**config.mk**
```make
export PLATFORM = sky130hd
export DESIGN_NAME = frame_loader
export DESIGN_NICKNAME = d
export VERILOG_FILES = /design/src/verilog/matrix_pkg.sv /design/src/verilog/frame_loader.sv
export SDC_FILE = /design/constraint.sdc
export NUM_CORES = 1
export LEC_CHECK = 0
export ABC_AREA = 1
export BUFFER_PORTS_ARGS = -buffer_cell sky130_fd_sc_hd__buf_2
export CORE_ASPECT_RATIO = 1.5
export CORE_UTILIZATION = 50
export DETAILED_ROUTE_END_ITERATION = 16
export PLACE_DENSITY_LB_ADDON = 0.12
export SYNTH_ARGS = -nofsm -noshare
export SYNTH_HDL_FRONTEND = slang
export SYNTH_SLANG_ARGS = --single-unit
```
**constraint.sdc**
```tcl
create_clock -name display_driver_clk -period 2.1 [get_ports display_driver_clk]
set_clock_uncertainty 0.05 [all_clocks]
set_input_delay 0.315 -clock display_driver_clk [delete_from_list [all_inputs] [get_ports display_driver_clk]]
set_output_delay 0.315 -clock display_driver_clk [all_outputs]
set_load 0.005 [all_outputs]
```
**src/verilog/matrix_pkg.sv**
```systemverilog
package matrix_pkg;

	// panel geometry, two halves of 16 lines by 64 columns
	localparam int num_cols = 64;
	localparam int num_lines = 16;
	localparam int col_w = 6;
	localparam int line_w = 4;
	localparam int pix_w = 10;

	// external byte memory map
	localparam int addr_w = 16;
	localparam logic [addr_w-1:0] upper_base = 16'h0000;
	localparam logic [addr_w-1:0] lower_base = 16'h0400;
	localparam logic [addr_w-1:0] brightness_addr = 16'h0800;

	localparam logic [7:0] brightness_min = 8'd1;
	localparam logic [7:0] brightness_max = 8'd8;
	localparam logic [7:0] brightness_reset = 8'd4;

	// display period per phase, index 0 in the low bits
	localparam int cnt_w = 12;
	localparam logic [2:0][cnt_w-1:0] phase_period = {12'd2048, 12'd1024, 12'd512};

	typedef enum logic [1:0] {
		phase_0,
		phase_1,
		phase_2
	} phase_t;

	typedef enum logic [3:0] {
		ld_bright_addr, ld_bright_hi, ld_bright_sample, ld_bright_lo,
		ld_upper_addr, ld_upper_hi, ld_upper_sample, ld_upper_lo,
		ld_lower_addr, ld_lower_hi, ld_lower_sample, ld_lower_lo,
		ld_write
	} loader_state_t;

	typedef enum logic [2:0] {
		sc_set,
		sc_clk_hi,
		sc_clk_lo,
		sc_latch,
		sc_wait
	} scan_state_t;

endpackage

```
**src/verilog/frame_loader.sv**
```systemverilog
module frame_loader (
	input logic display_driver_clk,
	input logic arst_n,
	input logic [7:0] input_byte,
	output logic [matrix_pkg::addr_w-1:0] mem_addr,
	output logic ramclk,
	output logic wr_en,
	output logic [matrix_pkg::pix_w-1:0] wr_addr,
	output logic [5:0] wr_upper,
	output logic [5:0] wr_lower,
	output logic [7:0] brightness
);
	import matrix_pkg::*;

	loader_state_t state;
	logic [pix_w-1:0] pix_cnt;

	always_ff @(posedge display_driver_clk or negedge arst_n)
	begin
		if (!arst_n)
		begin
			state <= ld_bright_addr;
			mem_addr <= '0;
			ramclk <= 1'b0;
			pix_cnt <= '0;
			brightness <= brightness_reset;
		end
		else
		begin
			case (state)
				ld_bright_addr:
				begin
					mem_addr <= brightness_addr;
					state <= ld_bright_hi;
				end
				ld_bright_hi:
				begin
					ramclk <= 1'b1;
					state <= ld_bright_sample;
				end
				ld_bright_sample:
				begin
					// out of range values leave the old brightness
					if (input_byte >= brightness_min && input_byte <= brightness_max)
						brightness <= input_byte;
					state <= ld_bright_lo;
				end
				ld_bright_lo:
				begin
					ramclk <= 1'b0;
					state <= ld_upper_addr;
				end
				ld_upper_addr:
				begin
					mem_addr <= upper_base + addr_w'(pix_cnt);
					state <= ld_upper_hi;
				end
				ld_upper_hi:
				begin
					ramclk <= 1'b1;
					state <= ld_upper_sample;
				end
				ld_upper_sample:
					state <= ld_upper_lo;
				ld_upper_lo:
				begin
					ramclk <= 1'b0;
					state <= ld_lower_addr;
				end
				ld_lower_addr:
				begin
					mem_addr <= lower_base + addr_w'(pix_cnt);
					state <= ld_lower_hi;
				end
				ld_lower_hi:
				begin
					ramclk <= 1'b1;
					state <= ld_lower_sample;
				end
				ld_lower_sample:
					state <= ld_lower_lo;
				ld_lower_lo:
				begin
					ramclk <= 1'b0;
					state <= ld_write;
				end
				ld_write:
				begin
					pix_cnt <= pix_cnt + 1'b1;
					// frame done, fetch brightness again
					if (pix_cnt == '1)
						state <= ld_bright_addr;
					else
						state <= ld_upper_addr;
				end
				default:
					state <= ld_bright_addr;
			endcase
		end
	end

	always_ff @(posedge display_driver_clk)
	begin
		if (state == ld_upper_sample)
			wr_upper <= input_byte[5:0];
		if (state == ld_lower_sample)
			wr_lower <= input_byte[5:0];
	end

	assign wr_en = (state == ld_write);
	assign wr_addr = pix_cnt;

	a_addr_stable: assert property (@(posedge display_driver_clk) disable iff (!arst_n)
		ramclk |-> $stable(mem_addr))
		else $error("mem_addr changed while ramclk high");

endmodule

```
# Word-level counts from Yosys, hierarchy flattened

Index checks and enable logic that the tools add are counted.

Equal/unequal tests: 13
Magnitude comparators: 2
Reductions and logical operators: 7
Add/sub/neg operators: 2
Mux-type cells: 4

Operators with widths:

| cell                                                              | number |
|---|---|
| case mux 4 bit (13 select lines)                                  | 1 |
| case mux 16 bit (3 select lines)                                  | 1 |
| equality test 4 bit, second input constant                        | 5 |
| equality test 4 x 3 -> 1 bit, second input constant               | 4 |
| adder 11 x 10 -> 12 bit, first input constant                     | 1 |
| adder 10 x 1 -> 10 bit, second input constant                     | 1 |
| equality test 10 bit, second input constant                       | 1 |
| equality test 4 x 2 -> 1 bit, second input constant               | 2 |
| greater-or-equal comparator 8 x 1 -> 1 bit, second input constant | 1 |
| less-or-equal comparator 8 x 4 -> 1 bit, second input constant    | 1 |
| OR reduction 3 bit                                                | 2 |
| equality test 4 x 1 -> 1 bit, second input constant               | 1 |
| zero test 4 bit                                                   | 1 |
| two-way mux 3 bit                                                 | 1 |
| nonzero test 3 bit                                                | 1 |
| case mux 1 bit (2 select lines)                                   | 1 |
| AND reduction 2 bit                                               | 1 |
| nonzero test 2 bit                                                | 1 |
| logical AND 1 bit                                                 | 1 |

Input bits: 10
Register bits: 51
Logic and storage cells: 35

# Depth between registers and ports, before layout

Depth after elaboration: 3
Gate-level depth with buffers: 7

# Worst setup path after synthesis

OpenSTA, ideal clock, no wires.

Kind: reg-to-reg
From: reg state[3]
To: reg wr_upper[0] (enable)
Path slack: 0.782 ns
Arrival time: 0.919 ns
Library setup time: 0.350 ns
Cell stages (with the launch flop): 4
Cells stage by stage: dfrtp_1 > inv_1 > nand2_1 > nor2_1

Word-level cells in the longest chain between the ends: 1

RTL lines:

| item                         | line                | text |
|---|---|---|
| from (decl)                  | frame_loader.sv:15  | `loader_state_t state;` |
| from (signal assigned)       | frame_loader.sv:22  | `state <= ld_bright_addr;` |
| from (signal assigned)       | frame_loader.sv:34  | `state <= ld_bright_hi;` |
| from (signal assigned)       | frame_loader.sv:39  | `state <= ld_bright_sample;` |
| equality test 4 x 3 -> 1 bit | frame_loader.sv:104 | `if (state == ld_upper_sample)` |
| to (signal assigned)         | frame_loader.sv:105 | `wr_upper <= input_byte[5:0];` |
| to (decl)                    | frame_loader.sv:9   | `output logic [5:0] wr_upper,` |

No other way between the ends.
A chain may end at the register's enable or synchronous reset.

# Worst setup path after layout

From: reg state[0]
To: out wr_en

Word-level cells in the longest chain between the ends: 1

RTL lines:

| item                | line                | text |
|---|---|---|
| equality test 4 bit | frame_loader.sv:110 | `assign wr_en = (state == ld_write);` |
| to (decl)           | frame_loader.sv:7   | `output logic wr_en,` |

No other way between the ends.

==> metrics.txt <==
H-Tree Depth 2; mux cell area share after synthesis 0%; CTS sink cnt 47; Initial Utilization approximately 53%; CTS-repair resized insts 0; Slew @ Worst Pin approximately 0.76 ns; clock transition at the registers of the reported paths ~0.08 ns; VDD IR max between 0.0004 and 0.0005 V; multi-input combinational cell area roughly 600 sq um; n_diodes 0; later-pin clock latency in the skew report a little under 0.3 ns; CP Buf/Inv Count 2; critical path startpoint state[0]; CP Cell Sequence inv_2 > nand2_2 > nor2_4 > buf_2; io pins slightly below 60; Mean Syn Cell Area approximately 10 sq um; Syn Inst Count roughly 190; Worst Setup Path Type flip-flop to output pin; final number of hold-violating endpoints 0; RSZ-0062 raised after global routing false; Chip Height 79.3 um; endpoint class of the critical path output pin; Max Cap Viol 0; status finished, final reports clean; share of post-route cells with drive strength above 1 between 30 and 40%; Slew headroom 49.6%; finished layout cell area 2370 sq um; Synth Area in Adders less than 1%; WP data arrival approximately 1.3 ns; Largest stage delay, worst path about 0.46 ns; Hold Path Class input pin to asynchronous set/reset pin; routability cong. approximately 0.77; initial antenna violation count 0; top cells by area, synth dfrtp_1, edfxtp_1, nand2_1; post-CTS setup repair buffer count 0; total track usage about a fifth; Yosys reg bits 47; Synth Area in Simple Gates a little under a fifth; core area roughly 3700 sq um; register area approximately 1200 sq um; full die area ~4200 sq um; CTS buffer count 5; Vias between 1000 and 1500; Reg2Reg Launch Point state[0]; WL final 3740 um; DR iter-0 viols 32; top-area cell type share of the netlist area 42.8%; sequential area share after synthesis 62.2%; fillers ~350; Placed Area roughly 2300 sq um; distinct cell type count after synthesis 28; Worst path slowest cell dfrtp_1; CTS tree done; crit share post-route 78.4%; Hold Buf Count CTS 0; post-synthesis compound-gate area fraction 6.48%; DR pass1 iterations 4; DP HPWL roughly 2900 um; Pleak roughly 0.0013 uW; Synth Cell Area roughly 2000 sq um; CTS Buffer Depth 2; Critical Path Start Type flip-flop; Layout Nets 260; GR Overflow Total 0; DRC viols 0; Setup-failing EPs final 0; setup TNS 0 ns; Post-Synth XOR/XNOR Area under 10%; wire length per cell 12.8 um; I/O Buffers 53; largest area contributor in the netlist dfrtp_1; Root Buffer clkbuf_8; DRT antenna net count 0; CP max FO 7; Slew Viols, Final 0; Worst Hold Margin 0.0308 ns; via/cell ratio ~5; Area Overhead vs Synth 18.9%; largest net degree at the start of global routing 36; crit path time final ~1.6 ns; main combinational cell family by area after synthesis simple AND/OR/NAND/NOR gates; pwr/cell area 633 nW/um^2; Die X about 54 um; # rows 27; Worst Path Required approximately 1.7 ns; vias in the first global route 1412; Worst path top cell family by delay flip-flops; fmax 608 MHz; Ys Warns 0; first-pass GRT wire length 6180 um
## worst register-to-register path: stages (launching register included)
cell	delay, ns
dfrtp_1	0.46
inv_2	0.10
nand2_2	0.11
a21oi_4	0.36
nand2_1	0.26
o22ai_1	0.19
## per-stage QoR
stage | util [%] | total power, uW | setup slack [ns] | instances
final | 63.1 | 1500 | 0.454 | 293
after global routing | 63.1 | 1550 | 0.352 | 293
after CTS | 63.1 | 1510 | 0.441 | 293
after detailed placement | 60.9 | 1000 | 0.530 | 285
after global placement | 60.9 | 1000 | 0.630 | 285
after floorplan | - | 978 | 0.782 | 194
## flip-flops by register name (all words and copies together), names as in the netlist
name,cells
state,4
wr_upper,6
ramclk,1
wr_addr,10
mem_addr,12
brightness,8
wr_lower,6
## Yosys cell counts, drive strengths merged
| cell type | instances |
|---|---|
| a21oi | 2 |
| a31oi | 1 |
| buf | 5 |
| clkinv | 1 |
| conb | 1 |
| dfrtp | 34 |
| dfstp | 1 |
| edfxtp | 12 |
| ha | 1 |
| inv | 34 |
| nand2 | 42 |
| nand3 | 7 |
| nand3b | 1 |
| nand4 | 4 |
| nor2 | 19 |
| o21ai | 9 |
| o22ai | 9 |
| or2 | 1 |
| xor2 | 7 |
## kinds of logic (layout without fill, tap and decap cells)
family | Yosys count | after routing
AOI/OAI and AO/OA | 21 | 21
xor gates and xnor gates | 7 | 7
adders and majority gates | 1 | 1
buffers and inverters | 40 | 96
DFF | 47 | 47
other | 1 | 4
and+or+nand+nor | 74 | 74
## power breakdown
group	leakage, uW	total (uW)	internal, uW	switching (uW)
Clock	0.0000422	514	234	280
Sequential	0.000549	943	941	2.04
Combinational	0.000664	40.5	12.7	27.7
Total	0.00126	1500	1190	310
## worst paths after layout
| kind | end | slack [ns] | cells after the start |
|---|---|---|---|
| setup / recovery | wr_en | 0.45 | 4 |
| hold / removal | wr_addr[4] | 0.03 | 1 |
| setup reg to reg | mem_addr[8] | 0.50 | 5 |
| hold reg to reg | brightness[2] | 0.44 | 2 |
| max in group asynchronous | brightness[1] | 1.48 | 1 |
| min in group display_driver_clk | wr_upper[4] | 0.18 | 1 |
## placed cells by master, fill, tap and decap left out, types with 2 or more instances in the layout
master	synthesis	layout
buf_2	1	53
nand2_1	35	35
dfrtp_1	34	34
inv_1	32	32
nor2_1	13	13
edfxtp_1	12	12
o22ai_1	9	9
o21ai_0	8	8
nand3_1	7	7
xor2_1	7	7
nand2_2	5	5
clkbuf_8	0	5
nand4_1	4	4
conb_1	1	4
nor2_2	3	3
nand2_4	2	2
inv_2	2	2
clkinv_2	1	2
nor2_8	2	2
clkbuf_1	0	2
## per-layer routing
metal | GRT usage (%) | wire [um] | share of wire [%]
met2 | 34.0 | 1990 | 53
met5 | 0 | 0 | 0
met4 | 7.89 | 52 | 1.4
met3 | 4.21 | 153 | 4.1
met1 | 23.7 | 1540 | 41
## area by class of cell
| cell class | count | area share [%] |
|---|---|---|
| inverters | 35 | 5.61 |
| repair buffers | 53 | 11.2 |
| flip-flops and latches | 47 | 52.3 |
| clock buffers | 7 | 3.23 |
| clock inverters | 1 | 0.212 |
| multi-input cells | 107 | 25.2 |
| well taps | 43 | 2.27 |
Power figures use the tool's default switching activity.
