### src/verilog/matrix_pkg.sv
package matrix_pkg;

	// panel geometry, two halves of 16 lines by 64 columns
	localparam int num_cols = 64;
	localparam int num_lines = 16;
	localparam int col_w = 6;
	localparam int line_w = 4;
	localparam int pix_w = 10;

	// external byte memory map
	localparam int addr_w = 16;
	localparam logic [addr_w-1:0] upper_base = 16'h0000;
	localparam logic [addr_w-1:0] lower_base = 16'h0400;
	localparam logic [addr_w-1:0] brightness_addr = 16'h0800;

	localparam logic [7:0] brightness_min = 8'd1;
	localparam logic [7:0] brightness_max = 8'd8;
	localparam logic [7:0] brightness_reset = 8'd4;

	// display period per phase, index 0 in the low bits
	localparam int cnt_w = 12;
	localparam logic [2:0][cnt_w-1:0] phase_period = {12'd2048, 12'd1024, 12'd512};

	typedef enum logic [1:0] {
		phase_0,
		phase_1,
		phase_2
	} phase_t;

	typedef enum logic [3:0] {
		ld_bright_addr, ld_bright_hi, ld_bright_sample, ld_bright_lo,
		ld_upper_addr, ld_upper_hi, ld_upper_sample, ld_upper_lo,
		ld_lower_addr, ld_lower_hi, ld_lower_sample, ld_lower_lo,
		ld_write
	} loader_state_t;

	typedef enum logic [2:0] {
		sc_set,
		sc_clk_hi,
		sc_clk_lo,
		sc_latch,
		sc_wait
	} scan_state_t;

endpackage

### src/verilog/phase_timer.sv
module phase_timer (
	input logic display_driver_clk,
	input logic arst_n,
	input logic start,
	input matrix_pkg::phase_t phase,
	input logic [7:0] brightness,
	output logic lit,
	output logic done
);
	import matrix_pkg::*;

	logic [cnt_w-1:0] period_cnt;
	logic [cnt_w-1:0] lit_cnt;
	logic [7:0] lit_exp;

	// lit length is 2^(brightness+phase)
	assign lit_exp = brightness + 8'(phase);

	always_ff @(posedge display_driver_clk or negedge arst_n)
	begin
		if (!arst_n)
		begin
			period_cnt <= '0;
			lit_cnt <= '0;
		end
		else if (start)
		begin
			period_cnt <= phase_period[phase];
			lit_cnt <= {{(cnt_w-1){1'b0}}, 1'b1} << lit_exp;
		end
		else
		begin
			if (period_cnt != '0)
				period_cnt <= period_cnt - 1'b1;
			if (lit_cnt != '0)
				lit_cnt <= lit_cnt - 1'b1;
		end
	end

	assign lit = (lit_cnt != '0);
	// last cycle of the period
	assign done = (period_cnt == cnt_w'(1));

	a_start_idle: assert property (@(posedge display_driver_clk) disable iff (!arst_n)
		start |-> period_cnt == '0)
		else $error("phase start while timer busy");

endmodule

### config.mk
export PLATFORM = sky130hd
export DESIGN_NAME = phase_timer
export DESIGN_NICKNAME = d
export VERILOG_FILES = /design/src/verilog/matrix_pkg.sv /design/src/verilog/phase_timer.sv
export SDC_FILE = /design/constraint.sdc
export NUM_CORES = 1
export LEC_CHECK = 0
export ABC_AREA = 1
export ABC_CLOCK_PERIOD_IN_PS = 2300
export BUFFER_PORTS_ARGS = -buffer_cell sky130_fd_sc_hd__buf_2
export CAP_MARGIN = 10
export CORE_ASPECT_RATIO = 2
export CORE_MARGIN = 2
export CORE_UTILIZATION = 30
export DETAILED_ROUTE_END_ITERATION = 6
export GPL_ROUTABILITY_DRIVEN = 0
export PLACE_DENSITY_LB_ADDON = 0.15
export SLEW_MARGIN = 20
export SYNTH_ARGS = -nofsm -noshare
export SYNTH_HDL_FRONTEND = slang
export SYNTH_SLANG_ARGS = --single-unit
### constraint.sdc
create_clock -name display_driver_clk -period 2.3 [get_ports display_driver_clk]
set_clock_uncertainty 0.2 [all_clocks]
set_input_delay 0.46 -clock display_driver_clk [delete_from_list [all_inputs] [get_ports display_driver_clk]]
set_output_delay 0.46 -clock display_driver_clk [all_outputs]
set_load 0.05 [all_outputs]
# == After elaboration in Yosys (flattened, before gate mapping) ==
# Index checks and enable logic that the tools add are counted.
# classes
n_addsub,3
n_mul,0
div,0
order_cmp,1
n_eq_ne,1
shift,1
mux,6
n_bitwise,0
n_reduce_logical,4
# op_table
op,count
$mux W12,5
$bmux W12 S2,1
$reduce_bool A12 Y1,2
$sub A12 B1 Y12 const B,2
$eq A12 B1 Y1 const B,1
$shl A1 B8 Y12 const A,1
$add A8 B2 Y8,1
$reduce_bool A2 Y1,2
$lt A2 B3 Y1 const B,1
# word_totals
reg_bits,24
latchBits,0
ram_bits,0
romBits,0
input_bits,13
output_inout_bits,2
memories,0

# == Depth between registers and ports, before layout ==
# Gate-level depths: netlist of run 1.
# logic_depth
ltp_word,3
ltp_mapped,12

# == Worst setup path after synthesis of run 1 ==
# Ideal clock, no wire load.
# synth_path
path_kind,register to output
from,register period_cnt[10]
to,output done
arrival_ps,1750
path_slack_ps,-110
stages_incl_launch_ff,4
path_buffers,0
path_cell_list,dfrtp_1 nor3_1 nand3_1 nor3_1
# synth_between
elab_chain_cells,1
# synth_rtl
item,line_no,source
from (decl),phase_timer.sv:12,logic [cnt_w-1:0] period_cnt;
from (signal assigned),phase_timer.sv:28,period_cnt <= phase_period[phase];
from (signal assigned),phase_timer.sv:34,period_cnt <= period_cnt - 1'b1;
$eq A12 B1 Y1,phase_timer.sv:42,assign done = (period_cnt == cnt_w'(1));
to (decl),phase_timer.sv:8,output logic done
# No other way between the ends.

# == Worst setup path in the final report of run 1 ==
# layout_path
from,input phase[0]
to,register lit_cnt[4]
# layout_between
elab_chain_cells,3
# layout_rtl
item,line_no,source
from (decl),phase_timer.sv:5,"input matrix_pkg::phase_t phase,"
$add A8 B2 Y8,phase_timer.sv:17,assign lit_exp = brightness + 8'(phase);
$shl A1 B8 Y12,phase_timer.sv:29,"lit_cnt <= {{(cnt_w-1){1'b0}}, 1'b1} << lit_exp;"
$mux W12,phase_timer.sv:26,else if (start)
to (signal assigned),phase_timer.sv:29,
to (signal assigned),phase_timer.sv:36,lit_cnt <= lit_cnt - 1'b1;
to (decl),phase_timer.sv:13,logic [cnt_w-1:0] lit_cnt;
# No other way between the ends.
# A chain may end at the register's enable or synchronous reset.

==> impl_metrics.tcl, run 1 <==
set metrics [dict create \
    synthAdderAreaFrac_pct 4.853 \
    initial_core_util_pct 31.12 \
    drtIter0Drc 26 \
    leakage_nw 1.004 \
    ir_drop_mv 0.4699 \
    synth_cell_types 29 \
    pre_cts_ws_ns -0.1654 \
    drv_slew 0 \
    layout-drive-gt1-share_pct 19.55 \
    crit_type "in -> reg" \
    p_seq_share_pct 32.1 \
    clockPowerShare_pct 12.4 \
    grt_pass1_vias 1561 \
    yosysSeqAreaShare_pct 35.29 \
    wire_per_inst_um 13.41 \
    die_w_um 57.26 \
    drt-total-wl_um 4372 \
    layout_min_cycle_time_ns 2.156 \
    drv_cap 0 \
    finalHoldViolations 0 \
    grt_max_degree 25 \
    cts_tree "done" \
    met3_usage_pct 0.5855 \
    required_ns 2.29 \
    synth-simple-area-share_pct 32.94 \
    synth-compound-area-share_pct 12.79 \
    overflow 0 \
    clkLatencyLatePin_ns 0.27 \
    startpoint_type "input pin" \
    synth_top_cells_by_count "nand2_1 (40), inv_1 (36), nor2_1 (27), dfrtp_1 (24), nand3_1 (23)" \
    top_usage_layer "met2" \
    post-route-period-util_pct 93.73 \
    synth_area_leaders "dfrtp_1 (35%), nand2_1 (8.8%), inv_1 (7.9%), nand3_1 (6.8%), a21oi_1 (6.5%)" \
    final.setup.worst_slack_ns 0.1441 \
    synth-seq-cells 24 \
    vias 1585 \
    core-area_sq_um 5468 \
    arrival_ns 2.15 \
    drt_pass1_iterations 4 \
    cts_max_level 1 \
    antenna_found_initial 0 \
    diodes 0 \
    die_area_sq_um 6327 \
    synth_warnings 0 \
    synth_most_common_cell "nand2_1" \
    muxShareOfSynthArea_pct 0 \
    end_kind "register" \
    path_clk_slew_ns 0.09 \
    switchingPower_mw 1.072 \
    power_frac_comb_pct 55.5 \
    worst-slew-pin-transition_ns 0.5848 \
    final_net_count 286 \
    grt_pass1_wl_um 7044 \
    synth_ff_type "dfrtp_1" \
    die_h_um 110.5 \
    cts.root.buffer_cell "clkbuf_8" \
    grt.total_usage_pct 14.39 \
    syn2layout_area_growth_pct 18.46 \
    synth_cells 239 \
    cts.sink_count 24 \
    fillers 603 \
    syn_area_sq_um 1702 \
    crit_path_max_fanout 4 \
    switching_share_pct 45.97 \
    grt_util_met2_pct 28.74 \
    io_pins 15 \
    rsz0062_at_grt "false" \
    synth_fp_nets 258 \
    powerDensity_nw_per_um2 1157 \
    synthesis.area_per_instance_sq_um 7.120 \
    relSlewSlack_pct 61.01 \
    synth_edf_count 0 \
    holdWs_ns 0.2815 \
    status "finished clean" \
    routed_via_density 4.862 \
    met1_usage_pct 13.70 \
    ant_nets 0 \
    hold_class "in -> reg" \
    cts_buffer_depth 2 \
    synth_top_cell_area_share_pct 35.29 \
    io_buffers 14 \
    finalSetupViolCount 0 \
    num_rows 38 \
    drcViolationCount 0 \
    synth_top_area_cell "dfrtp_1" \
    synth_top_family_by_area "simple AND/OR/NAND/NOR gates" \
    async_flop_share_pct 100.0 \
    place_hpwl_um 3616 \
    synth-xor-area-share_pct 4.632 \
    internal_power_mw 1.261 \
    cts-buffers-inserted 3 \
    clock.fmax_ghz 0.4639 \
]
## routing by layer
metal,up-vias,routed length (um),share of wire (%)
met4,0,162,3.7
li1,828,-,-
met3,10,65,1.5
met1,722,1533,35
met5,-,0,0
met2,25,2611,60
## power groups by stage
| stage | Sequential [mW] | Combinational [mW] | Clock [mW] |
|---|---|---|---|
| global route | 0.775 | 1.48 | 0.319 |
| CTS | 0.751 | 1.23 | 0.300 |
| detailed placement | 0.760 | 1.21 | 0 |
| global placement | 0.760 | 1.21 | 0 |
| floorplan | 0.720 | 0.921 | 0 |
| finish | 0.750 | 1.29 | 0.289 |
## kinds of logic after synthesis
kind of cell | after synthesis
buf+inv | 43
xor+xnor | 9
compound gates | 41
flops | 24
simple gates | 116
fa+ha+maj | 6
## final cells by class
type                            instances  area [sq um]  share of cell area, %
Inverter                               40         150.1                  7.449
Timing Repair Buffer                   26         168.9                  8.380
Tap cell                               60         75.07                  3.724
Sequential cell                        24         600.6                  29.80
Multi-Input combinational cell        172         965.9                  47.92
Clock buffer                            4         55.05                  2.731
## flip-flops by register name, indices dropped and copies added, names as in the netlist
signal      flops
lit_cnt        12
period_cnt     12
## path summary, 6_finish.rpt
| kind | from | to | slack [ns] | cells after the start |
|---|---|---|---|---|
| max in group asynchronous | arst_n | period_cnt[7] | 0.99 | 2 |
| min reg2reg | period_cnt[1] | period_cnt[1] | 0.30 | 2 |
| max reg2reg | lit_cnt[1] | lit_cnt[4] | 0.30 | 8 |
| min | phase[0] | period_cnt[10] | 0.28 | 3 |
| min in group asynchronous | arst_n | lit_cnt[8] | 0.52 | 2 |
| max | phase[0] | lit_cnt[4] | 0.14 | 10 |
## cells in the final DEF, fill, tap and decap left out, types with 3 or more instances in the layout
| cell | n |
|---|---|
| a21oi_1 | 22 |
| buf_4 | 11 |
| nand2_2 | 3 |
| nand2_1 | 40 |
| xnor2_1 | 5 |
| o21ai_1 | 3 |
| inv_1 | 35 |
| xor2_1 | 4 |
| nor2_1 | 26 |
| clkbuf_8 | 4 |
| o21ai_0 | 12 |
| inv_2 | 3 |
| nor2_2 | 8 |
| dfrtp_1 | 24 |
| nand3_1 | 23 |
| ha_1 | 4 |
| buf_2 | 13 |
| nand4_1 | 4 |
## stage by stage
step                      utilization, %  instance area, sq um  total power, mW  std cells  setup TNS [ns]
after global routing               36.86                  2016            2.576        326               0
after floorplan                        -                  1707            1.640        239               0
final                              36.86                  2016            2.333        326               0
after global placement             34.90                  1908            1.970        319          -1.283
after CTS                          36.13                  1976            2.276        324               0
after detailed placement           34.90                  1908            1.968        319          -1.189
## what timing repair did
action	CTS	global route
hold buffers	1	0
buffers inserted	0	2
endpoints found under the hold margin	13	0
gates resized for setup	1	7
endpoints found under the setup margin	1	4
pin swaps	0	2
## worst max-delay path, cell delays in order
cell     delay, ns
buf_2         0.10
ha_1          0.16
inv_1         0.05
fa_1          0.42
nor2_1        0.20
xnor2_1       0.15
nand2_1       0.13
nor3b_4       0.27
a21oi_1       0.11
nor2_1        0.10
(Power assumes the default switching activity.)
==> run 2, diff against run 1 <==
--- a/config.mk
+++ b/config.mk
@@ -11,9 +11,10 @@
 export CAP_MARGIN = 10
 export CORE_ASPECT_RATIO = 2
 export CORE_MARGIN = 2
-export CORE_UTILIZATION = 30
+export CORE_UTILIZATION = 59
 export DETAILED_ROUTE_END_ITERATION = 6
 export GPL_ROUTABILITY_DRIVEN = 0
+export HOLD_SLACK_MARGIN = 0.05
 export PLACE_DENSITY_LB_ADDON = 0.15
 export SLEW_MARGIN = 20
 export SYNTH_ARGS = -nofsm -noshare
==> impl_metrics.tcl, run 2 (synthesized netlist as in run 1, its figures left out) <==
set metrics [dict create \
    finalNonFillerCells 293 \
    hold_class "in -> reg" \
    cts.root.buffer_cell "clkbuf_8" \
    drt-total-wl_um 3782 \
    clock.fmax_ghz 0.4530 \
    ir_drop_mv 0.6658 \
    startpoint "lit_cnt[0]" \
    place_area_sq_um 1854 \
    die_area_sq_um 3356 \
    grt_pass1_vias 1625 \
    vias 1614 \
    cts_buffer_depth 2 \
    cts-buffers-inserted 3 \
    mostFrequentLayoutCells "nand2_1 (39), inv_1 (36), nor2_1 (25)" \
    antenna_found_initial 0 \
    end_kind "primary output" \
    drtIter0Drc 58 \
    crit_path_max_fanout 3 \
    rsz0062_at_grt "false" \
    placed_cells 286 \
    clkLatencyLatePin_ns 0.26 \
    leakage_nw 0.9989 \
    status "finished clean" \
    initial_core_util_pct 62.19 \
    fillers 246 \
    final.setup.worst_slack_ns 0.09257 \
    crit_type "reg -> out" \
    io_pins 15 \
    routed_via_density 5.509 \
    worst-slew-pin-transition_ns 0.5412 \
    path_clk_slew_ns 0.09 \
    cts_tree "done" \
    post-route-period-util_pct 95.98 \
    drv_cap 0 \
    drcViolationCount 0 \
    pre_cts_ws_ns -0.1201 \
    required_ns 1.64 \
    final_net_count 284 \
    die_h_um 79.95 \
    grt_pass1_wl_um 6555 \
    finalSetupViolCount 0 \
    grt.total_usage_pct 25.30 \
    cts.sink_count 24 \
    num_rows 27 \
    grt_max_degree 25 \
    holdWs_ns 0.2817 \
    layout_min_cycle_time_ns 2.207 \
    ant_nets 0 \
    fin_area_sq_um 1964 \
    diodes 0 \
    power_mw 2.288 \
    place_hpwl_um 3009 \
    layout_commonest_cell "nand2_1" \
    overflow 0 \
    r2r-start "lit_cnt[0]" \
    drt_pass1_iterations 4 \
    startpoint_type "register" \
    drv_slew 0 \
    io_buffers 14 \
    layout-drive-gt1-share_pct 19.70 \
    finalHoldViolations 0 \
    setup_tns_ns 0 \
    powerDensity_nw_per_um2 1165 \
    die_w_um 41.98 \
    core-area_sq_um 2736 \
    arrival_ns 1.55 \
    syn2layout_area_growth_pct 15.44 \
    reg_top3 "lit_cnt: 12 flops, period_cnt: 12 flops" \
    final_util_pct 71.79 \
    wire_per_inst_um 12.91 \
    relSlewSlack_pct 63.92 \
    cts_max_level 1 \
    min_from "phase[1]" \
]
[run 2: area by class of cell]
cell class                      count  area [sq um]  area share, %
Tap cell                           29         36.28          1.847
Sequential cell                    24         600.6          30.57
Timing Repair Buffer               24         153.9          7.834
Clock buffer                        4         55.05          2.803
Inverter                           40         150.1          7.643
Multi-Input combinational cell    172         968.4          49.30
[run 2: power by group]
group	leakage (nW)	internal (mW)	total (mW)	switching (mW)
Clock	0.0288	0.153	0.289	0.136
Sequential	0.316	0.596	0.747	0.151
Combinational	0.654	0.472	1.25	0.780
[run 2: timing repair]
item,CTS,global route
gates resized for setup,1,8
endpoints found under the hold margin,24,0
endpoints found under the setup margin,1,5
buffers inserted,1,1
pin swaps,1,4
hold buffers,1,0
[run 2: path summary, 6_finish.rpt]
path	to	slack, ns	depth (start not counted)
setup / recovery	lit	0.09	6
hold / removal	period_cnt[11]	0.28	3
setup reg to reg	lit_cnt[1]	0.31	10
hold reg to reg	period_cnt[1]	0.30	2
max in group asynchronous	lit_cnt[11]	1.04	2
min in group asynchronous	period_cnt[3]	0.50	2
[run 2: metal layers]
metal,GRT usage (%),part of all wire (%),vias up
li1,-,-,823
met1,23.60,36,768
met2,54.53,62,17
met3,1.357,1.2,6
met4,7.419,1.3,0
met5,0,0,-
[run 2: worst max-delay path: stages (launching register included)]
cell,delay [ns]
dfrtp_1,0.39
inv_1,0.09
ha_2,0.20
nand4_1,0.17
nor2_2,0.15
nand3_1,0.11
buf_6,0.17
