### src/verilog/matrix_pkg.sv
package matrix_pkg;

	// panel geometry, two halves of 16 lines by 64 columns
	localparam int num_cols = 64;
	localparam int num_lines = 16;
	localparam int col_w = 6;
	localparam int line_w = 4;
	localparam int pix_w = 10;

	// external byte memory map
	localparam int addr_w = 16;
	localparam logic [addr_w-1:0] upper_base = 16'h0000;
	localparam logic [addr_w-1:0] lower_base = 16'h0400;
	localparam logic [addr_w-1:0] brightness_addr = 16'h0800;

	localparam logic [7:0] brightness_min = 8'd1;
	localparam logic [7:0] brightness_max = 8'd8;
	localparam logic [7:0] brightness_reset = 8'd4;

	// display period per phase, index 0 in the low bits
	localparam int cnt_w = 12;
	localparam logic [2:0][cnt_w-1:0] phase_period = {12'd2048, 12'd1024, 12'd512};

	typedef enum logic [1:0] {
		phase_0,
		phase_1,
		phase_2
	} phase_t;

	typedef enum logic [3:0] {
		ld_bright_addr, ld_bright_hi, ld_bright_sample, ld_bright_lo,
		ld_upper_addr, ld_upper_hi, ld_upper_sample, ld_upper_lo,
		ld_lower_addr, ld_lower_hi, ld_lower_sample, ld_lower_lo,
		ld_write
	} loader_state_t;

	typedef enum logic [2:0] {
		sc_set,
		sc_clk_hi,
		sc_clk_lo,
		sc_latch,
		sc_wait
	} scan_state_t;

endpackage

### src/verilog/scan_sequencer.sv
module scan_sequencer (
	input logic display_driver_clk,
	input logic arst_n,
	input logic r1,
	input logic g1,
	input logic b1,
	input logic r2,
	input logic g2,
	input logic b2,
	input logic lit,
	input logic done,
	output logic [matrix_pkg::line_w-1:0] rd_line,
	output logic [matrix_pkg::col_w-1:0] rd_col,
	output matrix_pkg::phase_t rd_phase,
	output logic start,
	output logic [matrix_pkg::line_w-1:0] m_line_addr,
	output logic m_r1,
	output logic m_g1,
	output logic m_b1,
	output logic m_r2,
	output logic m_g2,
	output logic m_b2,
	output logic m_latch,
	output logic m_oe,
	output logic m_clk
);
	import matrix_pkg::*;

	scan_state_t state, state_next;
	logic [col_w-1:0] col, col_next;
	logic [line_w-1:0] line, line_next;
	phase_t phase, phase_next;

	always_comb
	begin
		state_next = state;
		col_next = col;
		line_next = line;
		phase_next = phase;
		case (state)
			sc_set:
				state_next = sc_clk_hi;
			sc_clk_hi:
				state_next = sc_clk_lo;
			sc_clk_lo:
			begin
				// column wraps to 0 after the last one
				col_next = col + 1'b1;
				if (col == col_w'(num_cols - 1))
					state_next = sc_latch;
				else
					state_next = sc_set;
			end
			sc_latch:
				state_next = sc_wait;
			sc_wait:
			begin
				if (done)
				begin
					state_next = sc_set;
					if (phase == phase_2)
					begin
						phase_next = phase_0;
						line_next = line + 1'b1;
					end
					else
						phase_next = phase_t'(phase + 2'd1);
				end
			end
			default:
				state_next = sc_set;
		endcase
	end

	always_ff @(posedge display_driver_clk or negedge arst_n)
	begin
		if (!arst_n)
		begin
			state <= sc_set;
			col <= '0;
			line <= '0;
			phase <= phase_0;
			m_line_addr <= '0;
			{m_r1, m_g1, m_b1, m_r2, m_g2, m_b2} <= '0;
		end
		else
		begin
			state <= state_next;
			col <= col_next;
			line <= line_next;
			phase <= phase_next;
			if (state_next == sc_latch)
				m_line_addr <= line;
			// colours change on entry to SET, one cycle ahead of m_clk
			if (state_next == sc_set)
				{m_r1, m_g1, m_b1, m_r2, m_g2, m_b2} <= {r1, g1, b1, r2, g2, b2};
		end
	end

	// buffer is addressed with the pixel about to be shown
	assign rd_line = line_next;
	assign rd_col = col_next;
	assign rd_phase = phase_next;

	assign start = (state == sc_latch);
	assign m_latch = (state == sc_latch);
	assign m_clk = (state == sc_clk_hi);
	assign m_oe = !((state == sc_wait) && lit);

	a_latch_clk: assert property (@(posedge display_driver_clk) disable iff (!arst_n)
		!(m_latch && m_clk))
		else $error("m_latch and m_clk high together");

	a_lit_in_wait: assert property (@(posedge display_driver_clk) disable iff (!arst_n)
		lit |-> state == sc_wait)
		else $error("lit window outside WAIT");

endmodule

### config.mk
export PLATFORM = sky130hd
export DESIGN_NAME = scan_sequencer
export DESIGN_NICKNAME = d
export VERILOG_FILES = /design/src/verilog/matrix_pkg.sv /design/src/verilog/scan_sequencer.sv
export SDC_FILE = /design/constraint.sdc
export NUM_CORES = 1
export LEC_CHECK = 0
export BUFFER_PORTS_ARGS = -buffer_cell sky130_fd_sc_hd__buf_2
export CORE_UTILIZATION = 38
export CTS_BUF_LIST = sky130_fd_sc_hd__clkbuf_16
export DETAILED_ROUTE_END_ITERATION = 10
export PLACE_DENSITY = 0.69
export SLEW_MARGIN = 20
export SYNTH_ARGS = -nofsm -noshare
export SYNTH_HDL_FRONTEND = slang
export SYNTH_SLANG_ARGS = --single-unit
### constraint.sdc
create_clock -name display_driver_clk -period 3.5 [get_ports display_driver_clk]
set_clock_uncertainty 0.15 [all_clocks]
set_input_delay 0.175 -clock display_driver_clk [delete_from_list [all_inputs] [get_ports display_driver_clk]]
set_output_delay 0.175 -clock display_driver_clk [all_outputs]
set_load 0.01 [all_outputs]
# Word level (Yosys, flattened, before mapping)
# Index checks and enable logic that the tools add are counted.
# word_totals
in_bits	10
reg_bits	25
# op_classes
n_reduce_logical	4
n_eq_ne	7
n_addsub	3
mux	10
# ops
cell	n
one-hot mux 3 bit (5 select lines)	1
two-way mux 4 bit	3
equality test 3 x 2 -> 1 bit (second input constant)	3
two-way mux 2 bit	4
adder 6 x 1 -> 6 bit (second input constant)	1
equality test 6 bit (second input constant)	1
logical NOT 3 bit	2
two-way mux 6 bit	1
adder 4 x 1 -> 4 bit (second input constant)	1
equality test 3 x 1 -> 1 bit (second input constant)	1
equality test 3 bit (second input constant)	1
two-way mux 3 bit	1
adder 2 x 1 -> 2 bit (second input constant)	1
equality test 2 bit (second input constant)	1
logical AND 1 bit	1
logical NOT 1 bit	1

# Logic depth before layout (Yosys ltp)
# Gate-level depths: netlist of the first run.
# logic_depth
word_depth	4
depth_mapped	5

# Worst setup path before layout of the first run
# No wires, ideal clock.
# synth_path
path_type	reg-to-output
from	reg state[0]
to	out rd_line[3] in the netlist's numbering
path_stages_with_launch	5
setup_slack_ps	1764
arrival_time_ps	1411
required_time_ps	3175
path_cell_list	dfrtp_1 -> and4bb_4 -> nor3b_4 -> nand4_1 -> xnor2_1
# synth_via
elab_chain_len	2
# synth_lines
element	line_no	source
from (decl)	scan_sequencer.sv:29	scan_state_t state, state_next;
from (signal assigned)	scan_sequencer.sv:79	state <= sc_set;
from (signal assigned)	scan_sequencer.sv:88	state <= state_next;
equality test 3 bit	scan_sequencer.sv:40	case (state)
two-way mux 4 bit	scan_sequencer.sv:40	
to (decl)	scan_sequencer.sv:12	output logic [matrix_pkg::line_w-1:0] rd_line,
# No other way between the ends.

# Worst setup path in the final report of the first run
# layout_path
from	in done
to	out rd_line[1] in the netlist's numbering
# layout_via
elab_chain_len	2
# layout_lines
element	line_no	source
from (decl)	scan_sequencer.sv:11	input logic done,
two-way mux 4 bit	scan_sequencer.sv:58	if (done)
two-way mux 4 bit	scan_sequencer.sv:40	
# No other way between the ends.

==> results of run 1 <==
state kept, by name, summed over array words and instances, names as in the netlist:
register	count
state	3
m_r1	1
m_r2	1
m_line_addr	4
line	4
phase	2
m_b2	1
m_g1	1
col	6
m_g2	1
m_b1	1
area by class of cell:
| class | instances | area share |
|---|---|---|
| Inverter | 2 | 0.005396 |
| Timing Repair Buffer | 37 | 0.1403 |
| Multi-Input combinational cell | 50 | 0.3201 |
| Tap cell | 31 | 0.02788 |
| Sequential cell | 25 | 0.4496 |
| Clock inverter | 1 | 0.002698 |
| Clock buffer | 3 | 0.05396 |
power by group:
| part | internal [W] | switching, W |
|---|---|---|
| clock | 0.000152 | 0.0000873 |
| sequential | 0.000394 | 0.000102 |
| combinational | 0.000218 | 0.000212 |
cell usage in the layout (no fill, tap or decap), types with 2 or more instances in the layout:
cell / instances
sky130_fd_sc_hd__inv_1: 3
sky130_fd_sc_hd__clkbuf_16: 3
sky130_fd_sc_hd__ha_1: 2
sky130_fd_sc_hd__dfrtp_1: 25
sky130_fd_sc_hd__xnor2_1: 5
sky130_fd_sc_hd__nor3b_4: 2
sky130_fd_sc_hd__nand4_1: 3
sky130_fd_sc_hd__dlygate4sd3_1: 2
sky130_fd_sc_hd__buf_2: 35
sky130_fd_sc_hd__nor2_1: 3
sky130_fd_sc_hd__nor3b_1: 2
sky130_fd_sc_hd__o21ai_0: 3
sky130_fd_sc_hd__xor2_1: 3
sky130_fd_sc_hd__nand3_1: 3
sky130_fd_sc_hd__mux2_2: 13
sky130_fd_sc_hd__nand2_1: 4
cells by family after synthesis:
group	after synthesis	synth area share
compound gates	5	0.02765
buf+inv	3	0.01383
flops	25	0.5760
mux	13	0.1348
xor+xnor	8	0.06452
simple gates	22	0.1601
fa+ha+maj	2	0.02304
through the flow:
stage	hold slack [ps]	utilization	power, W	std cells
floorplan	-270.6	-	0.0007771	78
global placement	36.70	0.4728	0.0009242	143
detailed placement	51.04	0.4728	0.0009424	143
CTS	0.6018	0.5089	0.001187	149
global route	6.394	0.5089	0.001257	149
finish	3.119	0.5089	0.001166	149
path summary, 6_finish.rpt:
kind | from | to | slack, ps
max in group asynchronous | arst_n | m_r1 | 2540
min in group asynchronous | arst_n | m_b2 | 290
max reg2reg | state[2] | m_b1 | 1660
min | b2 | m_b2 | 3
max | done | rd_line[1] | 1330
min reg2reg | col[5] | col[5] | 330
metal layers:
layer / up-vias / GRT usage / routed length, µm
met5: - / 0 / 0
met1: 343 / 0.1847 / 827
met3: 2 / 0.03513 / 98
met4: 0 / 0.05357 / 20
met2: 24 / 0.1928 / 787
li1: 353 / - / -
timing repair:
item / 4_1_cts / 5_1_grt
setup buffers: 0 / 0
hold endpoints to repair: 26 / 0
hold buffers: 2 / 0
==> results.py, run 1 <==
metrics = {
    "status": {
        "run_status": "finished clean",
    },
    "final_layout": {
        "multi_input_comb_area_um2": 445.4,
        "area.sequential_um2": 625.6,
        "antenna-diode-count": 0,
        "post_route_cells_drive_above_1_share": 0.4746,
        "finish.instance_area_um2": 1391,
        "nets": 131,
        "layout-area-overhead-vs-synth_pct": 28.11,
        "fillers": 237,
    },
    "synth": {
        "synth_nets": 90,
        "synth_top_area_cell": "sky130_fd_sc_hd__dfrtp_1",
        "syn-instance-count": 78,
        "synth.top_cells.by_count": "sky130_fd_sc_hd__dfrtp_1, sky130_fd_sc_hd__mux2_2, sky130_fd_sc_hd__xnor2_1, sky130_fd_sc_hd__nand2_1",
        "synth.area.top_cells": "sky130_fd_sc_hd__dfrtp_1, sky130_fd_sc_hd__mux2_2, sky130_fd_sc_hd__xnor2_1",
        "synth_edf_count": 0,
        "post_synth_num_cell_types": 21,
        "synth-seq-area-share": 0.5760,
        "post_synth_instance_area_um2": 1086,
        "synth-main-ff-cell": "sky130_fd_sc_hd__dfrtp_1",
        "synth_warnings": 0,
        "async_reset_ff_frac": 1.000,
        "synth_top_area_share": 0.5760,
        "post-synth-top-count-cell": "sky130_fd_sc_hd__dfrtp_1",
        "synth_seq_cells": 25,
        "synthesis.area_per_instance_um2": 13.92,
    },
    "sta": {
        "finalCritPeriodShare": 0.6189,
        "worstMarginPinSlew_ps": 545.5,
        "min_period_ps": 2166,
        "rsz0062_at_grt": "no",
        "setup_slack_ps": 1334,
        "finalSetupViolations": 0,
        "totalNegativeSetupSlack_ps": 0,
        "fmax_mhz": 461.6,
        "final-hold-violation-count": 0,
        "maxSlewViolCount": 0,
        "slew-limit-headroom": 0.6364,
    },
    "global_route": {
        "antenna_found_initial": 0,
        "wire_length_of_the_first_global_routing_pass_mm": 3.201,
        "global_route.usage.total": 0.1316,
        "grt_pass1_vias": 701,
        "grt_max_degree": 26,
        "grt_overflow": 0,
    },
    "routing": {
        "drcViolationCount": 0,
        "routed_wirelength_mm": 1.734,
        "viasPerCell": 4.846,
        "first_iter_violations": 24,
        "detail-route-antenna-nets": 0,
        "wl_per_cell_um": 11.64,
        "number_of_vias_in_the_routed_layout": 722,
        "detail_route.first_pass.iterations": 4,
    },
    "worst_setup_path": {
        "cp_cell_sequence": "dlygate4sd3_1, buf_2, and4bb_4, nor3b_4, mux2_2, buf_2",
        "crit_family": "buffers and inverters",
        "arrival_ps": 1840,
        "endpoint_kind": "primary output",
        "cp_data_required_time_ps": 3170,
        "worstSetupStartpointType": "input pin",
        "timing.critical_path.slowest_stage_cell": "sky130_fd_sc_hd__dlygate4sd3_1",
        "slowest_delay_ps": 520,
        "cp_max_fo": 4,
        "criticalPathCategory": "input pin to primary output",
        "critical_path_depth_in_cells": 6,
        "cp_num_buf_inv": 3,
        "r2r.worst_path.cells": 4,
        "critical-path-top-cell-by-count": "sky130_fd_sc_hd__buf_2",
    },
    "floorplan": {
        "floorplan.io_pins": 36,
        "die_width_um": 55.46,
        "core_area_um2": 2734,
        "starting_density_of_the_core": 0.3973,
        "core.rowCount": 19,
        "dieArea_um2": 3076,
        "die_h_um": 55.46,
    },
    "placement": {
        "dp_slack_ps": 1609,
        "finalWeightedCongestion": 0.7260,
        "dp_hpwl_mm": 1.344,
        "port_buffer_cells": 35,
        "postPlaceCellArea_um2": 1292,
    },
    "power": {
        "power.static_leakage_nw": 0.7051,
        "irDropWorstVdd_mv": 0.4457,
        "power.density_cell_area_nw_per_um2": 838.0,
    },
    "clocking": {
        "number_of_buffers_inserted_during_clock_tree_synthesis": 3,
        "cts_tree": "built",
        "cts.repair.resized": 0,
        "clock_root_buffer": "sky130_fd_sc_hd__clkbuf_16",
        "cts-root-to-sink-buffers": 2,
        "cts.sink_count": 25,
        "clk_pin_slew_worst_paths_ps": 60,
        "clk_latency_ps": 250,
        "htree_levels": 1,
    },
    "worst_hold_path": {
        "holdCritPathClass": "input pin to flip-flop",
        "hold-path-cell-count": 2,
    },
    "run": {
        "max_cap_viol_count": 0,
    },
}
No activity file was read; power rests on OpenSTA's default activity.
==> run 2: changes to the inputs <==
- PLACE_DENSITY: 0.69 -> 0.71
- clock period: 3.5 -> 1.7 ns (I/O delays scaled with it)
==> run 2 against run 1 <==
Compared with the run above: the flow now finishes with violations (negative setup slack); global-route usage increased by 3.2 points; sequential share of layout area shrank 8.6 points; non-clock buffer count up 25; sequential cell count unchanged; sequential power is 100% higher; critical path depth shrank 1; register-to-register slack got worse by 1800 ps; die area stayed put; power grew to 2.5 times the previous value; critical path type is now flip-flop to primary output; largest power group is now combinational logic; highest routed layer unchanged.
==> results.py, run 2 (synthesis results as in run 1) <==
metrics = {
    "final_layout": {
        "nets": 156,
        "layout-area-overhead-vs-synth_pct": 59.10,
        "largest_register_ff_count": 6,
        "area.sequential_um2": 628.1,
        "post_route_cells_drive_above_1_share": 0.6084,
        "largestRegisters": "col: 6 flops, line: 4 flops, m_line_addr: 4 flops",
        "highest_count_cells_in_the_layout_ignoring_fill_and_taps": "sky130_fd_sc_hd__buf_2, sky130_fd_sc_hd__dfrtp_1, sky130_fd_sc_hd__buf_4",
        "finish.instance_area_um2": 1728,
        "layout.core_utilization": 0.6320,
        "instances_no_fill": 174,
        "regMostFlops": "col",
        "layout_commonest_cell": "sky130_fd_sc_hd__buf_2",
        "multi_input_comb_area_um2": 536.8,
        "fillers": 209,
        "antenna-diode-count": 0,
    },
    "power": {
        "power_frac_clock": 0.176,
        "power.density_cell_area_nw_per_um2": 1691,
        "power_frac_comb": 0.477,
        "net-switching-power_w": 0.001005,
        "power.static_leakage_nw": 0.9252,
        "power_report.internal_total_w": 0.001917,
        "power_switching_share": 0.3440,
        "power_frac_seq": 0.347,
        "irDropWorstVdd_mv": 1.119,
    },
    "sta": {
        "finalSetupViolations": 21,
        "finalCritPeriodShare": 1.175,
        "maxSlewViolCount": 0,
        "rsz0062_at_grt": "yes",
        "slew-limit-headroom": 0.6232,
        "totalNegativeSetupSlack_ps": -3614,
        "min_period_ps": 1998,
        "final-hold-violation-count": 0,
        "fmax_mhz": 500.6,
        "setup_slack_ps": -297.6,
        "worstMarginPinSlew_ps": 565.1,
    },
    "clocking": {
        "htree_levels": 1,
        "cts_tree": "built",
        "clk_pin_slew_worst_paths_ps": 60,
        "clock_root_buffer": "sky130_fd_sc_hd__clkbuf_16",
        "clk_latency_ps": 260,
        "cts-root-to-sink-buffers": 2,
        "number_of_buffers_inserted_during_clock_tree_synthesis": 3,
        "cts.sink_count": 25,
    },
    "routing": {
        "first_iter_violations": 10,
        "wl_per_cell_um": 14.02,
        "detail_route.first_pass.iterations": 4,
        "routed_wirelength_mm": 2.439,
        "viasPerCell": 4.810,
        "number_of_vias_in_the_routed_layout": 837,
        "drcViolationCount": 0,
        "detail-route-antenna-nets": 0,
    },
    "run": {
        "max_cap_viol_count": 0,
    },
    "placement": {
        "postPlaceCellArea_um2": 1380,
        "finalWeightedCongestion": 0.8021,
        "dp_cells": 153,
        "port_buffer_cells": 35,
        "dp_slack_ps": -48.73,
        "dp_hpwl_mm": 1.435,
    },
    "floorplan": {
        "core.rowCount": 19,
        "core_area_um2": 2734,
        "dieArea_um2": 3076,
        "starting_density_of_the_core": 0.3973,
        "floorplan.io_pins": 36,
        "die_width_um": 55.46,
        "die_h_um": 55.46,
    },
    "status": {
        "failing_checks": "negative setup slack",
        "run_status": "complete, but fails checks",
    },
    "worst_setup_path": {
        "criticalPathCategory": "flip-flop to primary output",
        "slowest_delay_ps": 410,
        "timing.critical_path.slowest_stage_cell": "sky130_fd_sc_hd__dfrtp_2",
        "worstSetupStartpointType": "flip-flop",
        "cp_max_fo": 4,
        "arrival_ps": 1760,
        "cp_cell_sequence": "and4bb_4, nor3b_4, nand4_1, xnor2_1, buf_2",
        "cp_data_required_time_ps": 1460,
        "cp_num_buf_inv": 1,
        "endpoint_kind": "primary output",
        "crit_family": "simple AND/OR/NAND/NOR gates",
    },
    "global_route": {
        "grt_pass1_vias": 847,
        "antenna_found_initial": 0,
        "grt_max_degree": 26,
        "wire_length_of_the_first_global_routing_pass_mm": 3.815,
        "global_route.usage.total": 0.1632,
        "grt_overflow": 0,
    },
    "worst_hold_path": {
        "holdCritPathClass": "input pin to asynchronous set/reset pin",
    },
}
[run 2: cell types whose count changed in the layout (fill, tap and decap cells not counted), moves of 3 or more]
cell                            previous run  this run
sky130_fd_sc_hd__buf_6                     0         6
sky130_fd_sc_hd__buf_4                     0        14
sky130_fd_sc_hd__mux2_2                   13         5
sky130_fd_sc_hd__xnor2_1                   5         2
sky130_fd_sc_hd__mux2_4                    0         8
sky130_fd_sc_hd__dlygate4sd3_1             2         8
sky130_fd_sc_hd__xnor2_2                   0         3
[run 2: metal layers]
metal | vias up | part of all wire | routed length (µm) | GRT usage
met5 | - | 0 | 0 | 0
met4 | 0 | 0.024 | 58 | 0.09643
met1 | 401 | 0.44 | 1081 | 0.2056
met2 | 28 | 0.48 | 1176 | 0.2530
met3 | 4 | 0.050 | 121 | 0.04215
li1 | 404 | - | - | -
[run 2: worst paths after layout]
path                             depth (start not counted)             end  slack [ps]      startpoint
worst max-delay path                                     5      rd_line[3]        -300        state[0]
worst min register to register                           1  m_line_addr[0]         350  m_line_addr[0]
worst min-delay path                                     2          col[3]         200          arst_n
worst max register to register                           6            m_g2        -160        state[0]
max in group asynchronous                                2        state[0]         790          arst_n
min in group display_driver_clk                          4        phase[1]         220            done
[run 2: metrics by stage]
stage | hold slack [ps] | total power [W]
after floorplan | -360.6 | 0.001600
after global placement | -53.29 | 0.001999
after detailed placement | -37.17 | 0.002030
after CTS | 226.9 | 0.002740
after global routing | 244.0 | 0.003118
final | 199.4 | 0.002923
[run 2: layout make-up]
cell class	instances	share of cell area
clock inverter	1	0.002172
timing repair buffer	62	0.2534
sequential	25	0.3635
inverter	2	0.004345
clock buffer	3	0.04345
tap	31	0.02245
multi-input combinational	50	0.3106
[run 2: worst register-to-register path: cells and delay by family, from the launching register on]
| family | cells | cell delay [ps] |
|---|---|---|
| buffers and inverters | 2 | 310 |
| AND/OR/NAND/NOR | 3 | 550 |
| multiplexers | 1 | 320 |
| flip-flops | 1 | 410 |
[run 2: power groups by stage]
stage	Sequential, W	Clock [W]	Combinational [W]
2_1_floorplan	0.00104	0	0.000559
3_3_place_gp	0.00100	0	0.000999
3_5_place_dp	0.00102	0	0.00101
4_1_cts	0.00101	0.000525	0.00121
5_1_grt	0.00105	0.000559	0.00151
6_report	0.00101	0.000514	0.00139
[run 2: what timing repair did]
action                                  in CTS  in global routing
endpoints found under the hold margin       32                  0
endpoints found under the setup margin      12                 21
gates resized for setup                     14                 15
hold buffers                                 8                  0
setup buffers                                3                  6
pin swaps                                    4                  7
